==> src/rtl/mem_stage_defs.svh <==
`ifndef MEM_STAGE_DEFS_SVH
`define MEM_STAGE_DEFS_SVH

// Datapath widths
`define MEM_DATA_W 32
`define MEM_ADDR_W 32
`define MEM_TAG_W 4
`define MEM_REG_W 5

// 64 one-word lines by default
`define MEM_CACHE_INDEX_W 6

// Address bits 31:28 of the SDRAM window
`define MEM_CACHEABLE_REGION 4'h2

// Access width codes
`define MEM_WIDTH_BYTE 2'd0
`define MEM_WIDTH_HALF 2'd1
`define MEM_WIDTH_WORD 2'd2

`endif

==> src/rtl/mem_stage_pkg.sv <==
`include "mem_stage_defs.svh"

package mem_stage_pkg;

	typedef logic [`MEM_DATA_W-1:0] word_t;
	typedef logic [`MEM_ADDR_W-1:0] addr_t;
	typedef logic [`MEM_TAG_W-1:0] tag_t;
	typedef logic [`MEM_REG_W-1:0] reg_idx_t;
	typedef logic [3:0] byte_sel_t;
	typedef logic [1:0] mem_width_t;

	// Pipeline-side access sequencing
	typedef enum logic [2:0] {
		IDLE,
		READ,
		WRITE_WORD,
		RMW_READ,
		RMW_WRITE,
		FLUSH
	} access_state_t;

	typedef enum logic [1:0] {
		CACHE_IDLE,
		CACHE_BUS,
		CACHE_FLUSH,
		CACHE_DONE
	} cache_state_t;

endpackage

==> src/rtl/mem_access_ctrl.sv <==
`include "mem_stage_defs.svh"

module mem_access_ctrl (
	input  logic                      i_clock,
	input  logic                      i_arst_n,

	// Execute stage side
	input  mem_stage_pkg::tag_t       i_tag,
	input  logic                      i_mem_read,
	input  logic                      i_mem_write,
	input  logic                      i_mem_flush,
	input  logic                      i_mem_signed,
	input  mem_stage_pkg::mem_width_t i_mem_width,
	input  mem_stage_pkg::addr_t      i_mem_address,
	input  mem_stage_pkg::word_t      i_rd,
	input  mem_stage_pkg::reg_idx_t   i_inst_rd,
	input  mem_stage_pkg::reg_idx_t   i_mem_inst_rd,
	output logic                      o_busy,
	output mem_stage_pkg::tag_t       o_tag,
	output mem_stage_pkg::word_t      o_rd,
	output mem_stage_pkg::reg_idx_t   o_inst_rd,

	// Cache side
	output logic                      o_cache_request,
	output logic                      o_cache_rw,
	output logic                      o_cache_flush,
	output mem_stage_pkg::addr_t      o_cache_address,
	output mem_stage_pkg::word_t      o_cache_wdata,
	input  logic                      i_cache_ready,
	input  mem_stage_pkg::word_t      i_cache_rdata
);

	import mem_stage_pkg::*;

	access_state_t state;
	logic new_op;
	logic mem_op;
	logic done;
	logic [1:0] byte_index;
	word_t rdata_shifted;
	word_t load_value;
	byte_sel_t lane_mask;
	word_t store_lanes;
	word_t merged_word;

	assign new_op = (i_tag != o_tag);
	assign mem_op = i_mem_read | i_mem_write | i_mem_flush;
	assign o_busy = new_op & mem_op;

	assign byte_index = i_mem_address[1:0];
	assign o_cache_address = {i_mem_address[`MEM_ADDR_W-1:2], 2'b00};

	// Load lane extraction and extension
	assign rdata_shifted = i_cache_rdata >> {byte_index, 3'b000};

	always_comb begin
		case (i_mem_width)
			`MEM_WIDTH_BYTE:
				load_value = {{24{i_mem_signed & rdata_shifted[7]}}, rdata_shifted[7:0]};
			`MEM_WIDTH_HALF:
				load_value = {{16{i_mem_signed & rdata_shifted[15]}}, rdata_shifted[15:0]};
			default:
				load_value = i_cache_rdata;
		endcase
	end

	// Lanes touched by a narrow store
	always_comb begin
		case (i_mem_width)
			`MEM_WIDTH_BYTE: begin
				lane_mask = byte_sel_t'(4'b0001 << byte_index);
				store_lanes = {4{i_rd[7:0]}};
			end
			`MEM_WIDTH_HALF: begin
				lane_mask = byte_sel_t'(4'b0011 << {byte_index[1], 1'b0});
				store_lanes = {2{i_rd[15:0]}};
			end
			default: begin
				lane_mask = 4'b1111;
				store_lanes = i_rd;
			end
		endcase
	end

	always_comb begin
		for (int i = 0; i < 4; i++) begin
			merged_word[8*i +: 8] = lane_mask[i] ? store_lanes[8*i +: 8] : i_cache_rdata[8*i +: 8];
		end
	end

	// Operation finishes on this edge
	always_comb begin
		case (state)
			IDLE:       done = new_op & ~mem_op;
			READ,
			WRITE_WORD,
			RMW_WRITE,
			FLUSH:      done = i_cache_ready;
			default:    done = 1'b0;
		endcase
	end

	always_ff @(posedge i_clock or negedge i_arst_n) begin
		if (!i_arst_n) begin
			state <= IDLE;
			o_tag <= '0;
			o_cache_request <= 1'b0;
			o_cache_rw <= 1'b0;
			o_cache_flush <= 1'b0;
		end else begin
			if (done)
				o_tag <= i_tag;

			case (state)
				IDLE: begin
					if (new_op) begin
						if (i_mem_read) begin
							o_cache_request <= 1'b1;
							o_cache_rw <= 1'b0;
							state <= READ;
						end else if (i_mem_write) begin
							o_cache_request <= 1'b1;
							if (i_mem_width == `MEM_WIDTH_WORD) begin
								o_cache_rw <= 1'b1;
								state <= WRITE_WORD;
							end else begin
								// Fetch the containing word first
								o_cache_rw <= 1'b0;
								state <= RMW_READ;
							end
						end else if (i_mem_flush) begin
							o_cache_request <= 1'b1;
							o_cache_flush <= 1'b1;
							state <= FLUSH;
						end
					end
				end

				READ, WRITE_WORD, FLUSH: begin
					if (i_cache_ready) begin
						o_cache_request <= 1'b0;
						o_cache_rw <= 1'b0;
						o_cache_flush <= 1'b0;
						state <= IDLE;
					end
				end

				RMW_READ: begin
					if (i_cache_ready) begin
						o_cache_request <= 1'b0;
						state <= RMW_WRITE;
					end
				end

				RMW_WRITE: begin
					// Request stays low for the first cycle here
					if (i_cache_ready) begin
						o_cache_request <= 1'b0;
						o_cache_rw <= 1'b0;
						state <= IDLE;
					end else begin
						o_cache_request <= 1'b1;
						o_cache_rw <= 1'b1;
					end
				end

				default: state <= IDLE;
			endcase
		end
	end

	always_ff @(posedge i_clock) begin
		if (state == IDLE && new_op && i_mem_write)
			o_cache_wdata <= i_rd;
		else if (state == RMW_READ && i_cache_ready)
			o_cache_wdata <= merged_word;

		if (done) begin
			if (state == READ) begin
				o_rd <= load_value;
				o_inst_rd <= i_mem_inst_rd;
			end else begin
				o_rd <= i_rd;
				o_inst_rd <= i_inst_rd;
			end
		end
	end

endmodule

==> src/rtl/mem_data_cache.sv <==
`include "mem_stage_defs.svh"

module mem_data_cache #(
	parameter int INDEX_W = `MEM_CACHE_INDEX_W
) (
	input  logic                 i_clock,
	input  logic                 i_arst_n,

	// Controller side
	input  logic                 i_request,
	input  logic                 i_rw,
	input  logic                 i_flush,
	input  mem_stage_pkg::addr_t i_address,
	input  mem_stage_pkg::word_t i_wdata,
	output logic                 o_ready,
	output mem_stage_pkg::word_t o_rdata,

	// Bus master side
	output logic                 o_bus_request,
	output logic                 o_bus_rw,
	output mem_stage_pkg::addr_t o_bus_address,
	output mem_stage_pkg::word_t o_bus_wdata,
	input  logic                 i_bus_ready,
	input  mem_stage_pkg::word_t i_bus_rdata
);

	import mem_stage_pkg::*;

	localparam int LINES = 1 << INDEX_W;
	localparam int LINE_TAG_W = `MEM_ADDR_W - INDEX_W - 2;

	cache_state_t state;
	logic [LINES-1:0] valid;
	logic [LINE_TAG_W-1:0] tag_array [LINES];
	word_t data_array [LINES];
	logic [INDEX_W-1:0] flush_index;

	logic cacheable;
	logic [INDEX_W-1:0] index;
	logic [LINE_TAG_W-1:0] line_tag;
	logic hit;
	logic line_write;

	assign cacheable = (i_address[`MEM_ADDR_W-1:`MEM_ADDR_W-4] == `MEM_CACHEABLE_REGION);
	assign index = i_address[INDEX_W+1:2];
	assign line_tag = i_address[`MEM_ADDR_W-1:INDEX_W+2];
	assign hit = cacheable & valid[index] & (tag_array[index] == line_tag);

	// Fill on cacheable read, update on write hit
	assign line_write = (state == CACHE_BUS) & i_bus_ready & cacheable & (~i_rw | hit);

	always_ff @(posedge i_clock or negedge i_arst_n) begin
		if (!i_arst_n) begin
			state <= CACHE_IDLE;
			valid <= '0;
			flush_index <= '0;
			o_ready <= 1'b0;
			o_bus_request <= 1'b0;
			o_bus_rw <= 1'b0;
		end else begin
			case (state)
				CACHE_IDLE: begin
					if (i_request) begin
						if (i_flush) begin
							flush_index <= '0;
							state <= CACHE_FLUSH;
						end else if (!i_rw && hit) begin
							o_ready <= 1'b1;
							state <= CACHE_DONE;
						end else begin
							o_bus_request <= 1'b1;
							o_bus_rw <= i_rw;
							state <= CACHE_BUS;
						end
					end
				end

				CACHE_BUS: begin
					if (i_bus_ready) begin
						o_bus_request <= 1'b0;
						o_bus_rw <= 1'b0;
						o_ready <= 1'b1;
						if (line_write)
							valid[index] <= 1'b1;
						state <= CACHE_DONE;
					end
				end

				CACHE_FLUSH: begin
					valid[flush_index] <= 1'b0;
					flush_index <= flush_index + 1'b1;
					if (&flush_index) begin
						o_ready <= 1'b1;
						state <= CACHE_DONE;
					end
				end

				CACHE_DONE: begin
					// Requester drops its request during this cycle
					o_ready <= 1'b0;
					state <= CACHE_IDLE;
				end

				default: state <= CACHE_IDLE;
			endcase
		end
	end

	always_ff @(posedge i_clock) begin
		if (state == CACHE_IDLE && i_request && !i_flush) begin
			o_bus_address <= i_address;
			o_bus_wdata <= i_wdata;
			o_rdata <= data_array[index];
		end

		if (state == CACHE_BUS && i_bus_ready)
			o_rdata <= i_bus_rdata;

		if (line_write) begin
			tag_array[index] <= line_tag;
			data_array[index] <= i_rw ? i_wdata : i_bus_rdata;
		end
	end

endmodule

==> src/rtl/mem_stage_top.sv <==
module mem_stage_top (
	input  logic                      i_clock,
	input  logic                      i_arst_n,

	// Pipeline
	input  mem_stage_pkg::tag_t       i_tag,
	input  logic                      i_mem_read,
	input  logic                      i_mem_write,
	input  logic                      i_mem_flush,
	input  logic                      i_mem_signed,
	input  mem_stage_pkg::mem_width_t i_mem_width,
	input  mem_stage_pkg::addr_t      i_mem_address,
	input  mem_stage_pkg::word_t      i_rd,
	input  mem_stage_pkg::reg_idx_t   i_inst_rd,
	input  mem_stage_pkg::reg_idx_t   i_mem_inst_rd,
	output logic                      o_busy,
	output mem_stage_pkg::tag_t       o_tag,
	output mem_stage_pkg::word_t      o_rd,
	output mem_stage_pkg::reg_idx_t   o_inst_rd,

	// Wishbone
	output logic                      o_wb_cyc,
	output logic                      o_wb_stb,
	output logic                      o_wb_we,
	output mem_stage_pkg::addr_t      o_wb_adr,
	output mem_stage_pkg::byte_sel_t  o_wb_sel,
	output mem_stage_pkg::word_t      o_wb_dat,
	input  mem_stage_pkg::word_t      i_wb_dat,
	input  logic                      i_wb_ack
);

	import mem_stage_pkg::*;

	logic cache_request;
	logic cache_rw;
	logic cache_flush;
	addr_t cache_address;
	word_t cache_wdata;
	logic cache_ready;
	word_t cache_rdata;

	logic bus_request;
	logic bus_rw;
	addr_t bus_address;
	word_t bus_wdata;
	logic bus_ready;
	word_t bus_rdata;

	mem_access_ctrl access_ctrl_i (
		.i_clock         (i_clock),
		.i_arst_n        (i_arst_n),
		.i_tag           (i_tag),
		.i_mem_read      (i_mem_read),
		.i_mem_write     (i_mem_write),
		.i_mem_flush     (i_mem_flush),
		.i_mem_signed    (i_mem_signed),
		.i_mem_width     (i_mem_width),
		.i_mem_address   (i_mem_address),
		.i_rd            (i_rd),
		.i_inst_rd       (i_inst_rd),
		.i_mem_inst_rd   (i_mem_inst_rd),
		.o_busy          (o_busy),
		.o_tag           (o_tag),
		.o_rd            (o_rd),
		.o_inst_rd       (o_inst_rd),
		.o_cache_request (cache_request),
		.o_cache_rw      (cache_rw),
		.o_cache_flush   (cache_flush),
		.o_cache_address (cache_address),
		.o_cache_wdata   (cache_wdata),
		.i_cache_ready   (cache_ready),
		.i_cache_rdata   (cache_rdata)
	);

	mem_data_cache data_cache_i (
		.i_clock       (i_clock),
		.i_arst_n      (i_arst_n),
		.i_request     (cache_request),
		.i_rw          (cache_rw),
		.i_flush       (cache_flush),
		.i_address     (cache_address),
		.i_wdata       (cache_wdata),
		.o_ready       (cache_ready),
		.o_rdata       (cache_rdata),
		.o_bus_request (bus_request),
		.o_bus_rw      (bus_rw),
		.o_bus_address (bus_address),
		.o_bus_wdata   (bus_wdata),
		.i_bus_ready   (bus_ready),
		.i_bus_rdata   (bus_rdata)
	);

	mem_wb_master wb_master_i (
		.i_clock   (i_clock),
		.i_arst_n  (i_arst_n),
		.i_request (bus_request),
		.i_rw      (bus_rw),
		.i_address (bus_address),
		.i_wdata   (bus_wdata),
		.o_ready   (bus_ready),
		.o_rdata   (bus_rdata),
		.o_wb_cyc  (o_wb_cyc),
		.o_wb_stb  (o_wb_stb),
		.o_wb_we   (o_wb_we),
		.o_wb_adr  (o_wb_adr),
		.o_wb_sel  (o_wb_sel),
		.o_wb_dat  (o_wb_dat),
		.i_wb_dat  (i_wb_dat),
		.i_wb_ack  (i_wb_ack)
	);

endmodule

==> src/rtl/mem_wb_master.sv <==
module mem_wb_master (
	input  logic                     i_clock,
	input  logic                     i_arst_n,

	// Cache side
	input  logic                     i_request,
	input  logic                     i_rw,
	input  mem_stage_pkg::addr_t     i_address,
	input  mem_stage_pkg::word_t     i_wdata,
	output logic                     o_ready,
	output mem_stage_pkg::word_t     o_rdata,

	// Wishbone classic
	output logic                     o_wb_cyc,
	output logic                     o_wb_stb,
	output logic                     o_wb_we,
	output mem_stage_pkg::addr_t     o_wb_adr,
	output mem_stage_pkg::byte_sel_t o_wb_sel,
	output mem_stage_pkg::word_t     o_wb_dat,
	input  mem_stage_pkg::word_t     i_wb_dat,
	input  logic                     i_wb_ack
);

	import mem_stage_pkg::*;

	logic start;

	// Lanes are merged before the bus
	assign o_wb_sel = '1;

	assign start = i_request & ~o_wb_cyc & ~o_ready;

	always_ff @(posedge i_clock or negedge i_arst_n) begin
		if (!i_arst_n) begin
			o_wb_cyc <= 1'b0;
			o_wb_stb <= 1'b0;
			o_wb_we <= 1'b0;
			o_ready <= 1'b0;
		end else begin
			if (o_wb_cyc) begin
				if (i_wb_ack) begin
					o_wb_cyc <= 1'b0;
					o_wb_stb <= 1'b0;
					o_wb_we <= 1'b0;
					o_ready <= 1'b1;
				end
			end else if (o_ready) begin
				o_ready <= 1'b0;
			end else if (i_request) begin
				o_wb_cyc <= 1'b1;
				o_wb_stb <= 1'b1;
				o_wb_we <= i_rw;
			end
		end
	end

	always_ff @(posedge i_clock) begin
		if (start) begin
			o_wb_adr <= i_address;
			o_wb_dat <= i_wdata;
		end
		if (o_wb_cyc && i_wb_ack)
			o_rdata <= i_wb_dat;
	end

endmodule

==> config.mk <==
export PLATFORM = sky130hd
export DESIGN_NAME = mem_stage_top
export DESIGN_NICKNAME = d
export VERILOG_FILES = /design/src/rtl/mem_stage_pkg.sv /design/src/rtl/mem_access_ctrl.sv /design/src/rtl/mem_data_cache.sv /design/src/rtl/mem_stage_top.sv /design/src/rtl/mem_wb_master.sv
export VERILOG_INCLUDE_DIRS = /design/src /design/src/rtl
export SDC_FILE = /design/constraint.sdc
export NUM_CORES = 2
export LEC_CHECK = 0
export ABC_AREA = 0
export BUFFER_PORTS_ARGS = -buffer_cell sky130_fd_sc_hd__buf_2
export CAP_MARGIN = 20
export CORE_UTILIZATION = 50
export DETAILED_ROUTE_END_ITERATION = 10
export PLACE_DENSITY_LB_ADDON = 0.05
export SLEW_MARGIN = 20
export SYNTH_ARGS = -nofsm -noshare
export SYNTH_HDL_FRONTEND = slang
export SYNTH_SLANG_ARGS = --single-unit
==> constraint.sdc <==
create_clock -name i_clock -period 8.39 [get_ports i_clock]
set_input_delay 1.678 -clock i_clock [delete_from_list [all_inputs] [get_ports i_clock]]
set_output_delay 1.678 -clock i_clock [all_outputs]
set_load 0.02 [all_outputs]
==> out/results.md <==
### Placement
* **detailed placement HPWL** 365.7 mm
* **final weighted congestion in routability-driven placement** 0.9422
* **Port Buf Inserts** 225
* **total placed cells including tap cells** 12,560
* **standard cell area after detailed placement** 0.1626 mm²

### Worst setup path
* **critical path endpoint category** flip-flop
* **worst endpoint data arrival time** 7790 ps
* **kind of launch point of the worst setup path** primary input
* **CP max FO** 50
* **Worst EP required** 9060 ps
* **category of the critical setup timing path** in -> reg

### Clock tree
* **number of gates resized after cts** 0
* **Reg clk slew, reported paths** 60 ps
* **count of hold-fix buffers inserted at cts** 0
* **deepest clock path buffer count** 4
* **H-tree depth reported by CTS** 5
* **number of buffers created by CTS** 403
* **source-to-sink clock delay at the later pin of the worst-skew pair** 990 ps
* **TritonCTS clock tree** yes
* **number of buffers inserted by post-CTS setup repair** 0
* **Clock Root Buffer** sky130_fd_sc_hd__clkbuf_16
* **TritonCTS sink count** 3,930

### Die
* **I/O Pins** 232
* **Starting Density** 50.39%
* **site row count** 200
* **height of the chip** 549.6 µm
* **total die area** 0.3021 mm²
* **horizontal die dimension** 549.6 µm
* **core box area** 0.2975 mm²

### Yosys
* **post-synthesis area per instance** 18.14 µm²
* **Syn Inst Count** 8,267
* **number of distinct standard cells referenced by the synthesized netlist** 79
* **register bit total from synthesis** 3,930
* **Synth warnings** 0
* **share of async-settable or async-resettable flops after synthesis** 2.265%
* **sequential element share of the synthesized area** 78.41%
* **Post-synth top flop** sky130_fd_sc_hd__edfxtp_1
* **number of enable-type register cells in the synthesized netlist** 3,841
* **mapped cell area** 0.1499 mm²

### Route
* **top routing layer used** met5
* **drc violations** 0
* **routed via count divided by cell count** 6.944
* **Routed Antenna Nets** 0
* **detailed-routed wire length on met2** 250.3 mm
* **DR pass1 iterations** 7
* **met1 WL** 216.5 mm
* **detailed router's first-iteration violation count** 16,820
* **drt wl/cell** 42.70 µm
* **Routed WL** 568.9 mm
* **via count** 92,520
* **routed wire length on met3** 72.47 mm

### Global route
* **overall overflow remaining after global route** 0
* **number of global-route vias before repair** 86,910
* **total track usage** 37.44%
* **wire length of the first global-routing pass** 764.4 mm
* **number of antenna violations at the first check in global routing** 56
* **largest net degree at the start of global routing** 90

### Final layout
* **share of cells above drive strength 1** 21.04%
* **synth-to-layout area growth** 17.06%
* **net count reported at finish** 9,147
* **cell area after layout** 0.1755 mm²
* **number of fill cells** 22,070
* **final cell count without fillers** 13,320

### Power
* **largest vdd supply drop** 0.2228 mV
* **Comb power frac** 11.4%
* **leakage power of the design** 57.10 nW
* **internal power of the cells** 34.22 mW
* **switching power share of the total** 26.29%
* **part of the power in registers** 50.4%
* **Switch Pwr** 12.20 mW
* **total design power** 46.42 mW
* **clock network fraction of total power** 38.1%
* **power density over the cells** 264.5 mW/mm²

### Timing
* **post-route fraction of the period consumed by the critical path** 84.90%
* **normalized max-slew margin** 18.66%
* **final setup violation count** 0
* **RSZ-0062 raised after global routing** false
* **Final Max Tran Viols** 0
* **final hold viol count** 0
* **worst clock skew** 52.50 ps
* **slew at the pin with the worst max-slew slack** 1214 ps
* **clock period minus worst slack** 7123 ps
* **top achievable clock speed** 140.4 MHz

### Worst hold path
* **class of the most critical hold timing path** reg -> reg

### Run status
* **outcome** complete, no violations

### Job
* **reported max-cap violation count** 0

## synth_stat cells (all sizes together) (12+ instances only)
cell | number | area share, %
buf | 247 | 0.82
o221ai | 26 | 0.15
mux4 | 181 | 2.7
nor4 | 22 | 0.096
nand3 | 99 | 0.34
inv | 28 | 0.070
a41oi | 71 | 0.41
nand2b | 29 | 0.12
a21oi | 234 | 0.78
a211oi | 16 | 0.080
dfrtp | 89 | 1.5
a221o | 17 | 0.11
and3 | 24 | 0.10
nand4 | 78 | 0.33
mux2i | 472 | 3.2
o2bb2ai | 12 | 0.070
a221oi | 293 | 1.7
clkbuf | 323 | 0.81
o22ai | 88 | 0.37
edfxtp | 3841 | 77
o22a | 16 | 0.093
a22oi | 665 | 3.3
nand2 | 241 | 0.60
nor2 | 206 | 0.52
xnor2 | 25 | 0.15
nor3 | 93 | 0.31
o211ai | 26 | 0.13
o31ai | 15 | 0.075
a31oi | 114 | 0.48
a22o | 114 | 0.67
o21ai | 219 | 0.73
mux2 | 185 | 1.4
## cell usage in the layout (no fill, tap or decap), types with 35 or more instances in the layout
cell / netlist / final
sky130_fd_sc_hd__a21oi_1: 234 / 232
sky130_fd_sc_hd__a221oi_1: 293 / 292
sky130_fd_sc_hd__a22o_1: 114 / 114
sky130_fd_sc_hd__a22oi_1: 665 / 665
sky130_fd_sc_hd__a31oi_1: 114 / 114
sky130_fd_sc_hd__a41oi_1: 71 / 71
sky130_fd_sc_hd__buf_12: 0 / 241
sky130_fd_sc_hd__buf_2: 122 / 216
sky130_fd_sc_hd__buf_4: 23 / 454
sky130_fd_sc_hd__bufinv_16: 0 / 35
sky130_fd_sc_hd__clkbuf_1: 323 / 82
sky130_fd_sc_hd__clkbuf_16: 0 / 405
sky130_fd_sc_hd__clkinv_1: 1 / 108
sky130_fd_sc_hd__clkinv_2: 0 / 71
sky130_fd_sc_hd__dfrtp_1: 89 / 88
sky130_fd_sc_hd__edfxtp_1: 3841 / 3841
sky130_fd_sc_hd__mux2_2: 180 / 148
sky130_fd_sc_hd__mux2i_1: 472 / 472
sky130_fd_sc_hd__mux4_2: 181 / 181
sky130_fd_sc_hd__nand2_1: 241 / 239
sky130_fd_sc_hd__nand3_1: 97 / 96
sky130_fd_sc_hd__nand4_1: 78 / 78
sky130_fd_sc_hd__nor2_1: 206 / 198
sky130_fd_sc_hd__nor3_2: 0 / 63
sky130_fd_sc_hd__o21ai_0: 216 / 213
sky130_fd_sc_hd__o22ai_1: 88 / 88
## power by group through the flow
stage / clock [mW] / sequential, mW / combinational [mW]
after detailed placement: 0 / 23.8 / 5.22
after CTS: 17.8 / 23.4 / 5.22
after floorplan: 0 / 24.0 / 1.99
after global routing: 18.5 / 23.4 / 5.40
final: 17.7 / 23.4 / 5.31
after global placement: 0 / 23.8 / 5.16
## worst paths after layout
check	from	end	slack (ps)	depth (start not counted)
hold / removal	data_cache_i.o_bus_wdata[4]$_DFFE_PP_	wb_master_i.o_wb_dat[4]$_DFFE_PP_	410	0
setup / recovery	i_mem_address[4]	data_cache_i.data_array[58][13]$_DFFE_PP_	1270	17
hold reg to reg	data_cache_i.o_bus_wdata[4]$_DFFE_PP_	wb_master_i.o_wb_dat[4]$_DFFE_PP_	410	0
setup reg to reg	data_cache_i.tag_array[30][2]$_DFFE_PP_	data_cache_i.data_array[58][13]$_DFFE_PP_	2610	12
max in group asynchronous	i_arst_n	data_cache_i.valid[9]$_DFFE_PN0P_	6840	3
min in group asynchronous	i_arst_n	access_ctrl_i.o_tag[1]$_DFFE_PN0P_	570	1
## layer usage
metal,global-route usage (%),up-vias
met5,0.7756,-
met4,16.15,18
met3,9.474,1138
met2,55.07,6976
met1,53.08,48450
li1,-,35930
## cells by family after synthesis
family	count (synthesis)	synth area share [%]
compound gates	1995	9.612
mux	838	7.259
buf+inv	599	1.699
other cells	2	0.005009
xor+xnor	26	0.1519
simple gates	872	2.819
flops	3930	78.41
fa+ha+maj	5	0.04172
## cell type report
class / count / area [µm²] / share of cell area, %
inverter: 29 / 116.4 / 0.06630
clock buffer: 490 / 10480 / 5.973
multi-input combinational: 3742 / 30580 / 17.42
timing repair buffer: 917 / 9409 / 5.361
clock inverter: 245 / 2346 / 1.337
antenna: 32 / 80.08 / 0.04562
tap: 3939 / 4928 / 2.808
sequential: 3930 / 117600 / 66.98
## per-stage QoR
stage	setup TNS (ps)	setup slack (ps)	utilization (%)	hold WS, ps
2_1_floorplan	-3825630	-1108	-	400.3
3_3_place_gp	0	513.2	54.64	400.5
3_5_place_dp	0	612.4	54.64	404.5
4_1_cts	0	1642	58.95	413.6
5_1_grt	0	1283	58.96	417.1
6_report	0	1267	58.99	411.0
## worst max-delay path, stage by stage
cell	delay, ps
sky130_fd_sc_hd__buf_8	340
sky130_fd_sc_hd__nor2b_4	700
sky130_fd_sc_hd__buf_4	460
sky130_fd_sc_hd__buf_4	290
sky130_fd_sc_hd__a22oi_1	120
sky130_fd_sc_hd__nand3_1	240
sky130_fd_sc_hd__nand4_1	250
sky130_fd_sc_hd__nor3_1	570
sky130_fd_sc_hd__xnor2_1	250
sky130_fd_sc_hd__nor4_1	250
sky130_fd_sc_hd__nand4_1	260
sky130_fd_sc_hd__buf_4	220
sky130_fd_sc_hd__o31a_2	400
sky130_fd_sc_hd__buf_12	230
sky130_fd_sc_hd__nor3_2	660
sky130_fd_sc_hd__buf_4	300
sky130_fd_sc_hd__buf_12	190
## flip-flops by register name, summed over array words and instances, names as in the netlist, 2 cells and up
| register | flops |
|---|---|
| data_cache_i.data_array | 2048 |
| data_cache_i.tag_array | 1536 |
| data_cache_i.valid | 64 |
| access_ctrl_i.o_cache_wdata | 32 |
| access_ctrl_i.o_rd | 32 |
| data_cache_i.o_bus_wdata | 32 |
| data_cache_i.o_rdata | 32 |
| wb_master_i.o_rdata | 32 |
| wb_master_i.o_wb_dat | 32 |
| data_cache_i.o_bus_address | 30 |
| wb_master_i.o_wb_adr | 30 |
| data_cache_i.flush_index | 6 |
| access_ctrl_i.o_inst_rd | 5 |
| access_ctrl_i.o_tag | 4 |
| access_ctrl_i.state | 3 |
| data_cache_i.state | 2 |
No activity file was read; power rests on OpenSTA's default activity.
